--- src/uart_frame_pkg.sv ---
// frame layout and FSM encodings of the serial line side
package uart_frame_pkg;

    // one data byte as it travels on the wire
    typedef logic [7:0] byte_t;

    // position of a data bit inside a frame
    typedef logic [2:0] bit_idx_t;

    localparam int unsigned DATA_BITS = 8;  // 8 data bits and no parity

    // receiver FSM
    typedef enum logic [1:0] {
        RX_IDLE  = 2'd0,  // waiting for falling edge on a high line
        RX_START = 2'd1,  // confirm start bit at half bit time
        RX_DATA  = 2'd2,  // sample data bits lsb first
        RX_STOP  = 2'd3   // sample stop bit and report frame
    } rx_state_e;

    // transmitter FSM
    typedef enum logic [1:0] {
        TX_IDLE  = 2'd0,  // txd held high
        TX_START = 2'd1,  // driving start bit (low)
        TX_DATA  = 2'd2,  // shifting out data bits
        TX_STOP  = 2'd3   // one or two high stop bits
    } tx_state_e;

endpackage

--- src/uart_link_pkg.sv ---
// what the receiver hands to the echo queue on the parallel side
package uart_link_pkg;

    // received byte plus its framing status in 9 bits
    typedef struct packed {
        uart_frame_pkg::byte_t data;       // payload with lsb received first
        logic                  frame_err;  // stop bit was sampled low
    } rx_word_t;

endpackage

--- src/uart_rx.sv ---
`timescale 1ns/1ps

module uart_rx #(
    parameter int unsigned CLK_FREQ_HZ = 10_000_000,
    parameter int unsigned BAUD        = 625_000
) (
    input  logic                    clk_i,
    input  logic                    rst_i,
    input  logic                    rxd_i,       // asynchronous serial line
    output logic                    rx_valid_o,  // one-cycle pulse per frame
    output uart_link_pkg::rx_word_t rx_word_o    // byte and stop-bit status
);

    localparam int unsigned CLKS_PER_BIT = CLK_FREQ_HZ / BAUD;
    localparam int unsigned HALF_BIT     = CLKS_PER_BIT / 2;
    localparam int unsigned CNT_W        = $clog2(CLKS_PER_BIT);

    typedef logic [CNT_W-1:0] bit_cnt_t;  // clocks within one bit time

    // two-flop synchronizer
    logic rxd_meta;
    logic rxd_sync;

    uart_frame_pkg::rx_state_e state;
    bit_cnt_t                  cnt;       // bit-time counter
    uart_frame_pkg::bit_idx_t  idx;       // data bit index
    uart_frame_pkg::byte_t     shreg;     // data shift register
    logic                      armed;     // line seen high since last frame

    logic half_tick;  // middle of start bit
    logic bit_tick;   // one full bit time elapsed

    assign half_tick = (cnt == bit_cnt_t'(HALF_BIT - 1));
    assign bit_tick  = (cnt == bit_cnt_t'(CLKS_PER_BIT - 1));

    always_ff @(posedge clk_i) begin
        if (rst_i) begin
            rxd_meta   <= 1'b1;  // idle line level
            rxd_sync   <= 1'b1;
            state      <= uart_frame_pkg::RX_IDLE;
            cnt        <= '0;
            idx        <= '0;
            armed      <= 1'b0;
            rx_valid_o <= 1'b0;
        end else begin
            rxd_meta   <= rxd_i;
            rxd_sync   <= rxd_meta;
            rx_valid_o <= 1'b0;  // pulse lasts one cycle
            case (state)
                uart_frame_pkg::RX_IDLE: begin
                    cnt   <= '0;
                    armed <= armed | rxd_sync;  // needs a high line first
                    if (armed && !rxd_sync) begin
                        state <= uart_frame_pkg::RX_START;  // falling edge
                    end
                end
                uart_frame_pkg::RX_START: begin
                    if (half_tick) begin
                        cnt <= '0;
                        if (!rxd_sync) begin  // still low at mid start bit
                            state <= uart_frame_pkg::RX_DATA;
                            idx   <= '0;
                        end else begin
                            state <= uart_frame_pkg::RX_IDLE;  // glitch on the line
                        end
                    end else begin
                        cnt <= cnt + 1'b1;
                    end
                end
                uart_frame_pkg::RX_DATA: begin
                    if (bit_tick) begin
                        cnt <= '0;
                        if (idx == uart_frame_pkg::bit_idx_t'(uart_frame_pkg::DATA_BITS - 1)) begin
                            state <= uart_frame_pkg::RX_STOP;
                        end else begin
                            idx <= idx + 1'b1;
                        end
                    end else begin
                        cnt <= cnt + 1'b1;
                    end
                end
                uart_frame_pkg::RX_STOP: begin
                    if (bit_tick) begin  // mid stop bit
                        cnt        <= '0;
                        rx_valid_o <= 1'b1;
                        armed      <= rxd_sync;  // low stop bit waits for a high line
                        state      <= uart_frame_pkg::RX_IDLE;
                    end else begin
                        cnt <= cnt + 1'b1;
                    end
                end
            endcase
        end
    end

    // payload path registers
    always_ff @(posedge clk_i) begin
        if (state == uart_frame_pkg::RX_DATA && bit_tick) begin
            shreg <= {rxd_sync, shreg[7:1]};  // lsb arrives first
        end
        if (state == uart_frame_pkg::RX_STOP && bit_tick) begin
            rx_word_o.data      <= shreg;
            rx_word_o.frame_err <= ~rxd_sync;  // stop bit must be high
        end
    end

endmodule

--- src/uart_tx.sv ---
`timescale 1ns/1ps

module uart_tx #(
    parameter int unsigned CLK_FREQ_HZ = 10_000_000,
    parameter int unsigned BAUD        = 625_000,
    parameter int unsigned STOP_BITS   = 1  // 1 or 2
) (
    input  logic                  clk_i,
    input  logic                  rst_i,
    input  logic                  tx_start_i,  // only honoured while idle
    input  uart_frame_pkg::byte_t tx_data_i,   // captured with start
    output logic                  tx_busy_o,
    output logic                  txd_o        // registered serial out
);

    localparam int unsigned CLKS_PER_BIT = CLK_FREQ_HZ / BAUD;
    localparam int unsigned CNT_W        = $clog2(CLKS_PER_BIT);
    localparam logic [1:0]  STOP_LAST    = 2'(STOP_BITS - 1);

    typedef logic [CNT_W-1:0] bit_cnt_t;

    uart_frame_pkg::tx_state_e state;
    bit_cnt_t                  cnt;       // clocks within current bit
    uart_frame_pkg::bit_idx_t  idx;       // data bit on the line
    uart_frame_pkg::bit_idx_t  next_idx;
    logic [1:0]                stop_cnt;  // stop bits sent so far
    uart_frame_pkg::byte_t     data_q;    // latched byte
    logic                      bit_tick;

    assign bit_tick = (cnt == bit_cnt_t'(CLKS_PER_BIT - 1));
    assign next_idx = idx + 1'b1;

    always_ff @(posedge clk_i) begin
        if (state == uart_frame_pkg::TX_IDLE && tx_start_i) begin
            data_q <= tx_data_i;
        end
    end

    always_ff @(posedge clk_i) begin
        if (rst_i) begin
            state     <= uart_frame_pkg::TX_IDLE;
            cnt       <= '0;
            idx       <= '0;
            stop_cnt  <= '0;
            tx_busy_o <= 1'b0;
            txd_o     <= 1'b1;  // idle line
        end else begin
            case (state)
                uart_frame_pkg::TX_IDLE: begin
                    cnt <= '0;
                    if (tx_start_i) begin
                        state     <= uart_frame_pkg::TX_START;
                        txd_o     <= 1'b0;  // start bit from next cycle
                        tx_busy_o <= 1'b1;
                    end
                end
                uart_frame_pkg::TX_START: begin
                    if (bit_tick) begin
                        cnt   <= '0;
                        idx   <= '0;
                        txd_o <= data_q[0];  // lsb first
                        state <= uart_frame_pkg::TX_DATA;
                    end else begin
                        cnt <= cnt + 1'b1;
                    end
                end
                uart_frame_pkg::TX_DATA: begin
                    if (bit_tick) begin
                        cnt <= '0;
                        if (idx == uart_frame_pkg::bit_idx_t'(uart_frame_pkg::DATA_BITS - 1)) begin
                            txd_o    <= 1'b1;  // first stop bit
                            stop_cnt <= '0;
                            state    <= uart_frame_pkg::TX_STOP;
                        end else begin
                            idx   <= next_idx;
                            txd_o <= data_q[next_idx];
                        end
                    end else begin
                        cnt <= cnt + 1'b1;
                    end
                end
                uart_frame_pkg::TX_STOP: begin
                    if (bit_tick) begin
                        cnt <= '0;
                        if (stop_cnt == STOP_LAST) begin
                            tx_busy_o <= 1'b0;  // frame complete
                            state     <= uart_frame_pkg::TX_IDLE;
                        end else begin
                            stop_cnt <= stop_cnt + 1'b1;
                        end
                    end else begin
                        cnt <= cnt + 1'b1;
                    end
                end
            endcase
        end
    end

endmodule

--- src/echo_fifo.sv ---
`timescale 1ns/1ps

module echo_fifo #(
    parameter int unsigned FIFO_DEPTH = 4  // power of two
) (
    input  logic                    clk_i,
    input  logic                    rst_i,
    input  logic                    rx_valid_i,  // can't be stalled
    input  uart_link_pkg::rx_word_t rx_word_i,
    input  logic                    tx_busy_i,
    output logic                    tx_start_o,  // one-cycle pulse that pops the head
    output uart_frame_pkg::byte_t   tx_data_o    // head entry
);

    localparam int unsigned PTR_W = $clog2(FIFO_DEPTH);

    typedef logic [PTR_W-1:0] ptr_t;  // wraps with the depth
    typedef logic [PTR_W:0]   cnt_t;  // 0..FIFO_DEPTH

    uart_frame_pkg::byte_t mem [FIFO_DEPTH];

    ptr_t wr_ptr;
    ptr_t rd_ptr;
    cnt_t count;  // occupancy
    logic full;
    logic push;
    logic pop;

    assign full = (count == cnt_t'(FIFO_DEPTH));
    // bad frames and overflow are dropped here
    assign push = rx_valid_i && !rx_word_i.frame_err && !full;
    assign pop  = tx_start_o;  // head leaves on the start edge

    assign tx_data_o = mem[rd_ptr];

    always_ff @(posedge clk_i) begin
        if (push) begin
            mem[wr_ptr] <= rx_word_i.data;
        end
    end

    always_ff @(posedge clk_i) begin
        if (rst_i) begin
            wr_ptr     <= '0;
            rd_ptr     <= '0;
            count      <= '0;
            tx_start_o <= 1'b0;
        end else begin
            if (push) begin
                wr_ptr <= wr_ptr + 1'b1;
            end
            if (pop) begin
                rd_ptr <= rd_ptr + 1'b1;
            end
            case ({push, pop})
                2'b10:   count <= count + 1'b1;
                2'b01:   count <= count - 1'b1;
                default: count <= count;  // neither or both at once
            endcase
            // start when data waits and tx is idle but never back to back
            tx_start_o <= !tx_start_o && !tx_busy_i && (count != '0 || push);
        end
    end

endmodule

--- src/uart_echo_top.sv ---
`timescale 1ns/1ps

module uart_echo_top #(
    parameter int unsigned CLK_FREQ_HZ = 10_000_000,
    parameter int unsigned BAUD        = 625_000,  // 16 clocks per bit
    parameter int unsigned STOP_BITS   = 2,        // echo slower than input
    parameter int unsigned FIFO_DEPTH  = 4
) (
    input  logic clk_i,
    input  logic rst_i,
    input  logic rxd_i,  // serial in
    output logic txd_o   // serial echo out
);

    logic                    rx_valid;
    uart_link_pkg::rx_word_t rx_word;
    logic                    tx_start;
    uart_frame_pkg::byte_t   tx_data;
    logic                    tx_busy;

    // deserializer and sole judge of framing
    uart_rx #(
        .CLK_FREQ_HZ (CLK_FREQ_HZ),
        .BAUD        (BAUD)
    ) u_rx (
        .clk_i      (clk_i),
        .rst_i      (rst_i),
        .rxd_i      (rxd_i),
        .rx_valid_o (rx_valid),
        .rx_word_o  (rx_word)
    );

    // holds bytes while tx is busy
    echo_fifo #(
        .FIFO_DEPTH (FIFO_DEPTH)
    ) u_echo_fifo (
        .clk_i      (clk_i),
        .rst_i      (rst_i),
        .rx_valid_i (rx_valid),
        .rx_word_i  (rx_word),
        .tx_busy_i  (tx_busy),
        .tx_start_o (tx_start),
        .tx_data_o  (tx_data)
    );

    // serializer
    uart_tx #(
        .CLK_FREQ_HZ (CLK_FREQ_HZ),
        .BAUD        (BAUD),
        .STOP_BITS   (STOP_BITS)
    ) u_tx (
        .clk_i      (clk_i),
        .rst_i      (rst_i),
        .tx_start_i (tx_start),
        .tx_data_i  (tx_data),
        .tx_busy_o  (tx_busy),
        .txd_o      (txd_o)
    );

endmodule

--- config.mk ---
export PLATFORM = sky130hd
export DESIGN_NAME = uart_echo_top
export DESIGN_NICKNAME = d
export VERILOG_FILES = /design/src/uart_frame_pkg.sv /design/src/uart_link_pkg.sv /design/src/uart_rx.sv /design/src/uart_tx.sv /design/src/echo_fifo.sv /design/src/uart_echo_top.sv
export SDC_FILE = /design/constraint.sdc
export NUM_CORES = 1
export LEC_CHECK = 0
export ABC_CLOCK_PERIOD_IN_PS = 3390
export BUFFER_PORTS_ARGS = -buffer_cell sky130_fd_sc_hd__buf_4
export CORE_UTILIZATION = 65
export CTS_CLUSTER_SIZE = 20
export DETAILED_ROUTE_END_ITERATION = 7
export PLACE_DENSITY_LB_ADDON = 0.1
export SLEW_MARGIN = 5
export SYNTH_ARGS = -nofsm -noshare
export SYNTH_HDL_FRONTEND = slang
export SYNTH_HIERARCHICAL = 1
export SYNTH_SLANG_ARGS = --single-unit
export TNS_END_PERCENT = 10
--- constraint.sdc ---
create_clock -name clk_i -period 3.39 [get_ports clk_i]
set_input_delay 0.5085 -clock clk_i [delete_from_list [all_inputs] [get_ports clk_i]]
set_output_delay 0.5085 -clock clk_i [all_outputs]
set_load 0.02 [all_outputs]
# [After elaboration in Yosys (flattened, before gate mapping)]
# Memory sizes are Yosys's and may differ from the RTL's. A register that Yosys moved wholly into a read port is not among the register bits.
# Cells that the tools add are included.
[word_totals] register_bits=51 ram_bits=32 in_bits=3 out_inout_bits=1 word_cells=149 memories=1
[memory_table] name="u_echo_fifo.mem" words=4 word_bits=8 rd=1 rd_ports_with_merged_regs=1 wr=1 line_no="echo_fifo.sv:20" rtl="uart_frame_pkg::byte_t mem [FIFO_DEPTH];"
[op_classes] addsub=9 magnitude_cmp=1 eq_ne=30 mux=50 bitwise_logic=3 n_reduce_logical=35
[op_table] operator="$mux W2" count=16
[op_table] operator="$mux W3" count=7
[op_table] operator="$ne A2 B1 Y1 const B" count=10
[op_table] operator="$pmux W3 S2" count=3
[op_table] operator="$pmux W2 S4" count=2
[op_table] operator="$reduce_and A5 Y1" count=3
[op_table] operator="$mux W1" count=12
[op_table] operator="$mux W4" count=3
[op_table] operator="$pmux W4 S3" count=1
[op_table] operator="$reduce_and A4 Y1" count=3
[op_table] operator="$reduce_bool A2 Y1" count=6
[op_table] operator="$eq A2 B2 Y1 const B" count=5
[op_table] operator="$ne A2 B2 Y1 const B" count=5
[op_table] operator="$add A3 B1 Y3 const B" count=3
[op_table] operator="$eq A3 B3 Y1 const B" count=3
[op_table] operator="$add A4 B1 Y4 const B" count=2
[op_table] operator="$eq A2 B1 Y1 const B" count=4
[op_table] operator="$eq A4 B4 Y1 const B" count=2
[op_table] operator="$logic_and A1 B1 Y1" count=8
[op_table] operator="$pmux W4 S2" count=1
[op_table] operator="$add A2 B1 Y2 const B" count=3
[op_table] operator="$reduce_and A6 Y1" count=1
[op_table] operator="$reduce_bool A3 Y1" count=2
[op_table] operator="$logic_not A1 Y1" count=5
[op_table] operator="other kinds (14)" count=18

# [Longest topological paths before layout]
[logic_depth] ltp_word=6 ltp_mapped=8 depth_no_buf=8

# [Hierarchy]
# The synthesis kept the hierarchy.
[by_module_without_submodules] module="echo_fifo" n_inst=1 cells_each=92 area_each_um2=1651.6 seq_area_each_um2=1161.1
[by_module_without_submodules] module="uart_rx" n_inst=1 cells_each=88 area_each_um2=1142.3 seq_area_each_um2=770.7
[by_module_without_submodules] module="uart_tx" n_inst=1 cells_each=95 area_each_um2=1064.8 seq_area_each_um2=500.5

# [Worst setup path before layout]
# OpenSTA, ideal clock, no wires.
[synth_timing] kind="reg2reg" from="reg u_rx/rx_word_o[0] in the netlist's numbering" to="reg u_echo_fifo.count[2]" setup_time_ns=0.070 t_arrival_ns=1.876 required_ns=3.320 path_slack_ns=1.444 path_stages_with_launch=9 path_buffers=0 synth_period_minus_slack_ns=1.946 path_cell_list="edfxtp_1 -> nand2b_1 -> a21oi_4 -> inv_1 -> ha_1 -> fa_1 -> xnor2_1 -> or3_1 -> a21oi_1"
[synth_via] elab_chain_len=5 word_cells_on_any_way=7 cone_classes="eq/ne: 2; mux: 1; reduce/logical: 4"
[synth_rtl] item="start, declared" line_no="uart_rx.sv:11" rtl="output uart_link_pkg::rx_word_t rx_word_o"
[synth_rtl] item="$logic_not A1 Y1 (*)" line_no="echo_fifo.sv:31" rtl="assign push = rx_valid_i && !rx_word_i.frame_err && !full;"
[synth_rtl] item="$logic_and A1 B1 Y1 (*) (2 in a row)" line_no="echo_fifo.sv:31"
[synth_rtl] item="$eq A2 B1 Y1 / $eq A2 B2 Y1 (equally long branches)" line_no="echo_fifo.sv:55" rtl="case ({push, pop})"
[synth_rtl] item="$pmux W3 S2 / $reduce_bool A2 Y1 (equally long branches)"
[synth_rtl] item="end signal, assigned" line_no="echo_fifo.sv:56" rtl="2'b10: count <= count + 1'b1;"
[synth_rtl] item="end signal, assigned" line_no="echo_fifo.sv:57" rtl="2'b01: count <= count - 1'b1;"
[synth_rtl] item="end signal, assigned" line_no="echo_fifo.sv:58" rtl="default: count <= count;"
[synth_rtl] item="end, declared" line_no="echo_fifo.sv:24" rtl="cnt_t count;"
# Every way passes the cells marked *; elsewhere a longest branch is shown, timed or not.
# A chain may end at the register's enable or synchronous reset.

# [Final worst setup path]
# Same ends and word-level chain as after synthesis.

==> summary.md <==
- outcome: complete, no violations
- internal power contribution: 1.514 mW
- number of nets in the finished design: 299
- global-route wire length before repair: 9653 um
- fraction of final layout cells with drive strength greater than 1: 12.68%
- total vias in the final route: 2107
- Unique masters post-synth: 52
- top cells by count, synth: 57 x edfxtp_1, 36 x dfxtp_1, 16 x ha_1, 16 x nor2_1, 13 x inv_1
- Worst Setup Slack, final: 1.272 ns
- critical path required time: 3.68 ns
- switch share: 23.63%
- instance count of the mapped netlist: 275
- IO Pins: 4
- sequential group share of total power: 60.7%
- Setup crit end kind: flip-flop
- worst min-delay path category: in -> reg
- Total Power: 1.982 mW
- via count of the first global-routing pass: 2009
- worst vdd rail ir drop: 357.1 uV
- CP max FO: 7
- leftover overflow at the end of global routing: 0
- part of the power in the clock network: 36.2%
- EDFF count, synth: 57
- Port Buf Inserts: 3
- achievable clock frequency: 0.4721 GHz
- fill cell count: 373
- setup_tns: 0 ns
- Ant. Diodes: 0
- horizontal die dimension: 79.05 um
- switching power: 468.3 uW
- Worst Hold Depth: 2
- Slew @ Worst Pin: 0.9931 ns
- GR Util All Layers: 21.06%
- TritonCTS clock tree: built
- unrepaired setup endpoints after global routing: no
- FFs w/ async S/R, synth: 0%
- final wirelength: 5759 um
- Starting Density: 68.81%
- final instance count without filler cells: 356
- power per unit of standard cell area: 483.2 nW/um2
- combined area of all synthesized cells: 3859 um2
- mean routed wirelength per cell: 16.18 um
- count of state elements after synthesis: 93
- placed wire-length estimate: 3930 um
- post-route ant nets: 0
- vertical die dimension: 79.05 um
- clock latency on the worst-skew pair: 0.36 ns
- cell at the root of the clock tree: clkbuf_8
- # Post-CTS Setup Buffers: 0
- mean cell area of the mapped netlist: 14.03 um2
- reg-to-reg critical path endpoint: u_echo_fifo/count[2]
- relative slew slack: 33.29%
- number of nets in the synthesized netlist: 295
- Setup Viol. Count Final: 0
- number of buffers on the longest clock path: 2
- kind of launch point of the worst setup path: flip-flop
- top cells by area in the synthesized netlist: edfxtp_1 44%, dfxtp_1 19%, mux4_2 5.3%
- source of the worst hold timing path: rxd_i
- PostCTS Resize Cnt: 0
- number of instances in the placed design: 340
- setup clock skew after layout: 0.01253 ns
- most area-hungry cell type in the Yosys netlist: edfxtp_1
- CORE AREA: 5608 um2
- arrival time of data at the critical path endpoint: 2.41 ns
- weighted congestion at the end of routability-driven global placement: 0.7383
- Setup Crit Path Kind: reg -> reg
- Primary FF master, synth: edfxtp_1
- ratio of final minimum period to clock period: 62.48%
- Hold Path Sink: u_rx/rxd_meta
- static leakage: 1.366 nW
- maximum number of pins on one net before global-route repair: 40
- TritonCTS buffer count: 9
- synthesis warning total: 6
- Max H-tree Level: 3
- minimum setup slack among reg-to-reg paths: 1.27 ns
- detailed-router iteration count before antenna repair: 5
- remaining design rule violation count: 0
- clock transition at the registers of the reported paths: 0.10 ns
- final period demand of the worst path: 2.118 ns
- initial antenna violation count: 0
- area enclosed by the die boundary: 6249 um2
- sequential area share after synthesis: 63.04%
- top cell type's share of synthesized area: 44.36%
- Final Max Slew Viols: 0
- number of buffers inserted for hold repair after clock tree synthesis: 0
- most frequently used cell type in the post-synthesis netlist: edfxtp_1
- number of maximum-capacitance violations: 0
- violation count after the first detailed-route iteration: 115
- growth of design area from synthesis to finish: 6.290%
- number of sinks driven by the clock tree: 93
- Setup WS pre-CTS: 1.284 ns
- source of the worst register-to-register timing path: u_rx/rx_word_o[0]
- Hold Fails Final Rpt: 0
- per-cell via count in the routed design: 5.919
- part of the power in combinational logic: 3.1%
- Worst Reg-to-Reg Cells: 8
- Rows: 27
-- metrics by stage --
step           util (%)  instance area, um2  hold slack [ns]
5_1_grt           73.14                4101           0.3081
4_1_cts           73.14                4101           0.3124
3_3_place_gp      69.59                3902           0.3948
2_1_floorplan         -                3859           0.3895
6_report          73.14                4101           0.3357
3_5_place_dp      69.59                3902           0.4142
-- metal layers --
layer	vias to the layer above	track usage [%]	share of wire [%]	wire [um]
li1	1037	-	-	-
met2	32	32.16	49	2805
met5	-	0	0	0
met3	6	4.828	3.3	191
met4	0	9.273	1.0	59
met1	1032	29.11	47	2702
-- power groups by stage --
stage | Clock [mW] | Combinational (mW) | Sequential (mW)
2_1_floorplan | 0 | 0.0450 | 1.23
3_3_place_gp | 0 | 0.0609 | 1.23
3_5_place_dp | 0 | 0.0623 | 1.23
4_1_cts | 0.738 | 0.0629 | 1.20
5_1_grt | 0.779 | 0.0690 | 1.20
6_report | 0.717 | 0.0623 | 1.20
-- layout by cell type, fill, tap and decap left out, types with 7 or more instances in the layout --
master	count
inv_1	13
edfxtp_1	57
clkbuf_8	9
mux2i_1	7
mux4_2	9
a21oi_1	8
nand2_1	10
nor2b_1	7
ha_1	16
dfxtp_1	36
nor2_1	16
-- cell type report --
type,count,area (um2),area share (%)
clock buffers,9,123.9,3.020
clock inverters,7,75.07,1.830
inverters,13,48.80,1.190
multi-input cells,158,1301,31.73
flip-flops and latches,93,2432,59.30
well taps,72,90.09,2.196
repair buffers,4,30.03,0.7322
-- how the worst max path moves through the flow --
stage                     slack (ns)              start              endpoint  cells past startpoint
after floorplan                 1.44  u_rx/rx_word_o[0]  u_echo_fifo/count[2]                      8
after global placement          1.40  u_rx/rx_word_o[0]  u_echo_fifo/count[2]                      8
after detailed placement        1.28  u_rx/rx_word_o[0]  u_echo_fifo/count[2]                      8
after CTS                       1.26  u_rx/rx_word_o[0]  u_echo_fifo/count[2]                      8
after global routing            1.12  u_rx/rx_word_o[0]  u_echo_fifo/count[2]                      8
final                           1.27  u_rx/rx_word_o[0]  u_echo_fifo/count[2]                      8
-- critical path, stage by stage, from the launching register on --
cell,delay [ns]
edfxtp_1,0.37
nand2b_1,0.20
a21oi_4,0.23
inv_1,0.07
ha_1,0.22
fa_1,0.38
xnor2_1,0.14
or3_1,0.31
a21oi_1,0.13
-- cell families after synthesis --
group,after synthesis,share of synthesized area (%)
AO/OA/AOI/OAI,31,6.259
XOR/XNOR,8,1.816
buffers and inverters,24,3.242
multiplexers,17,7.361
adder cells (fa/ha/maj),17,5.707
AND/OR/NAND/NOR,85,12.58
flip-flops,93,63.03
-- state kept, by name, indices dropped and copies added, names as in the netlist, 2 cells and up, named ones only --
name / cells
u_rx/cnt: 4
u_echo_fifo/count: 3
u_tx/cnt: 4
u_echo_fifo/wr_ptr: 2
u_rx/rx_word_o: 9
u_tx/state: 2
u_rx/idx: 3
u_echo_fifo/mem: 32
u_tx/idx: 3
u_tx/stop_cnt: 2
u_rx/shreg: 8
u_echo_fifo/rd_ptr: 2
u_tx/data_q: 8
Note: power is estimated with default switching activity, not from simulation.
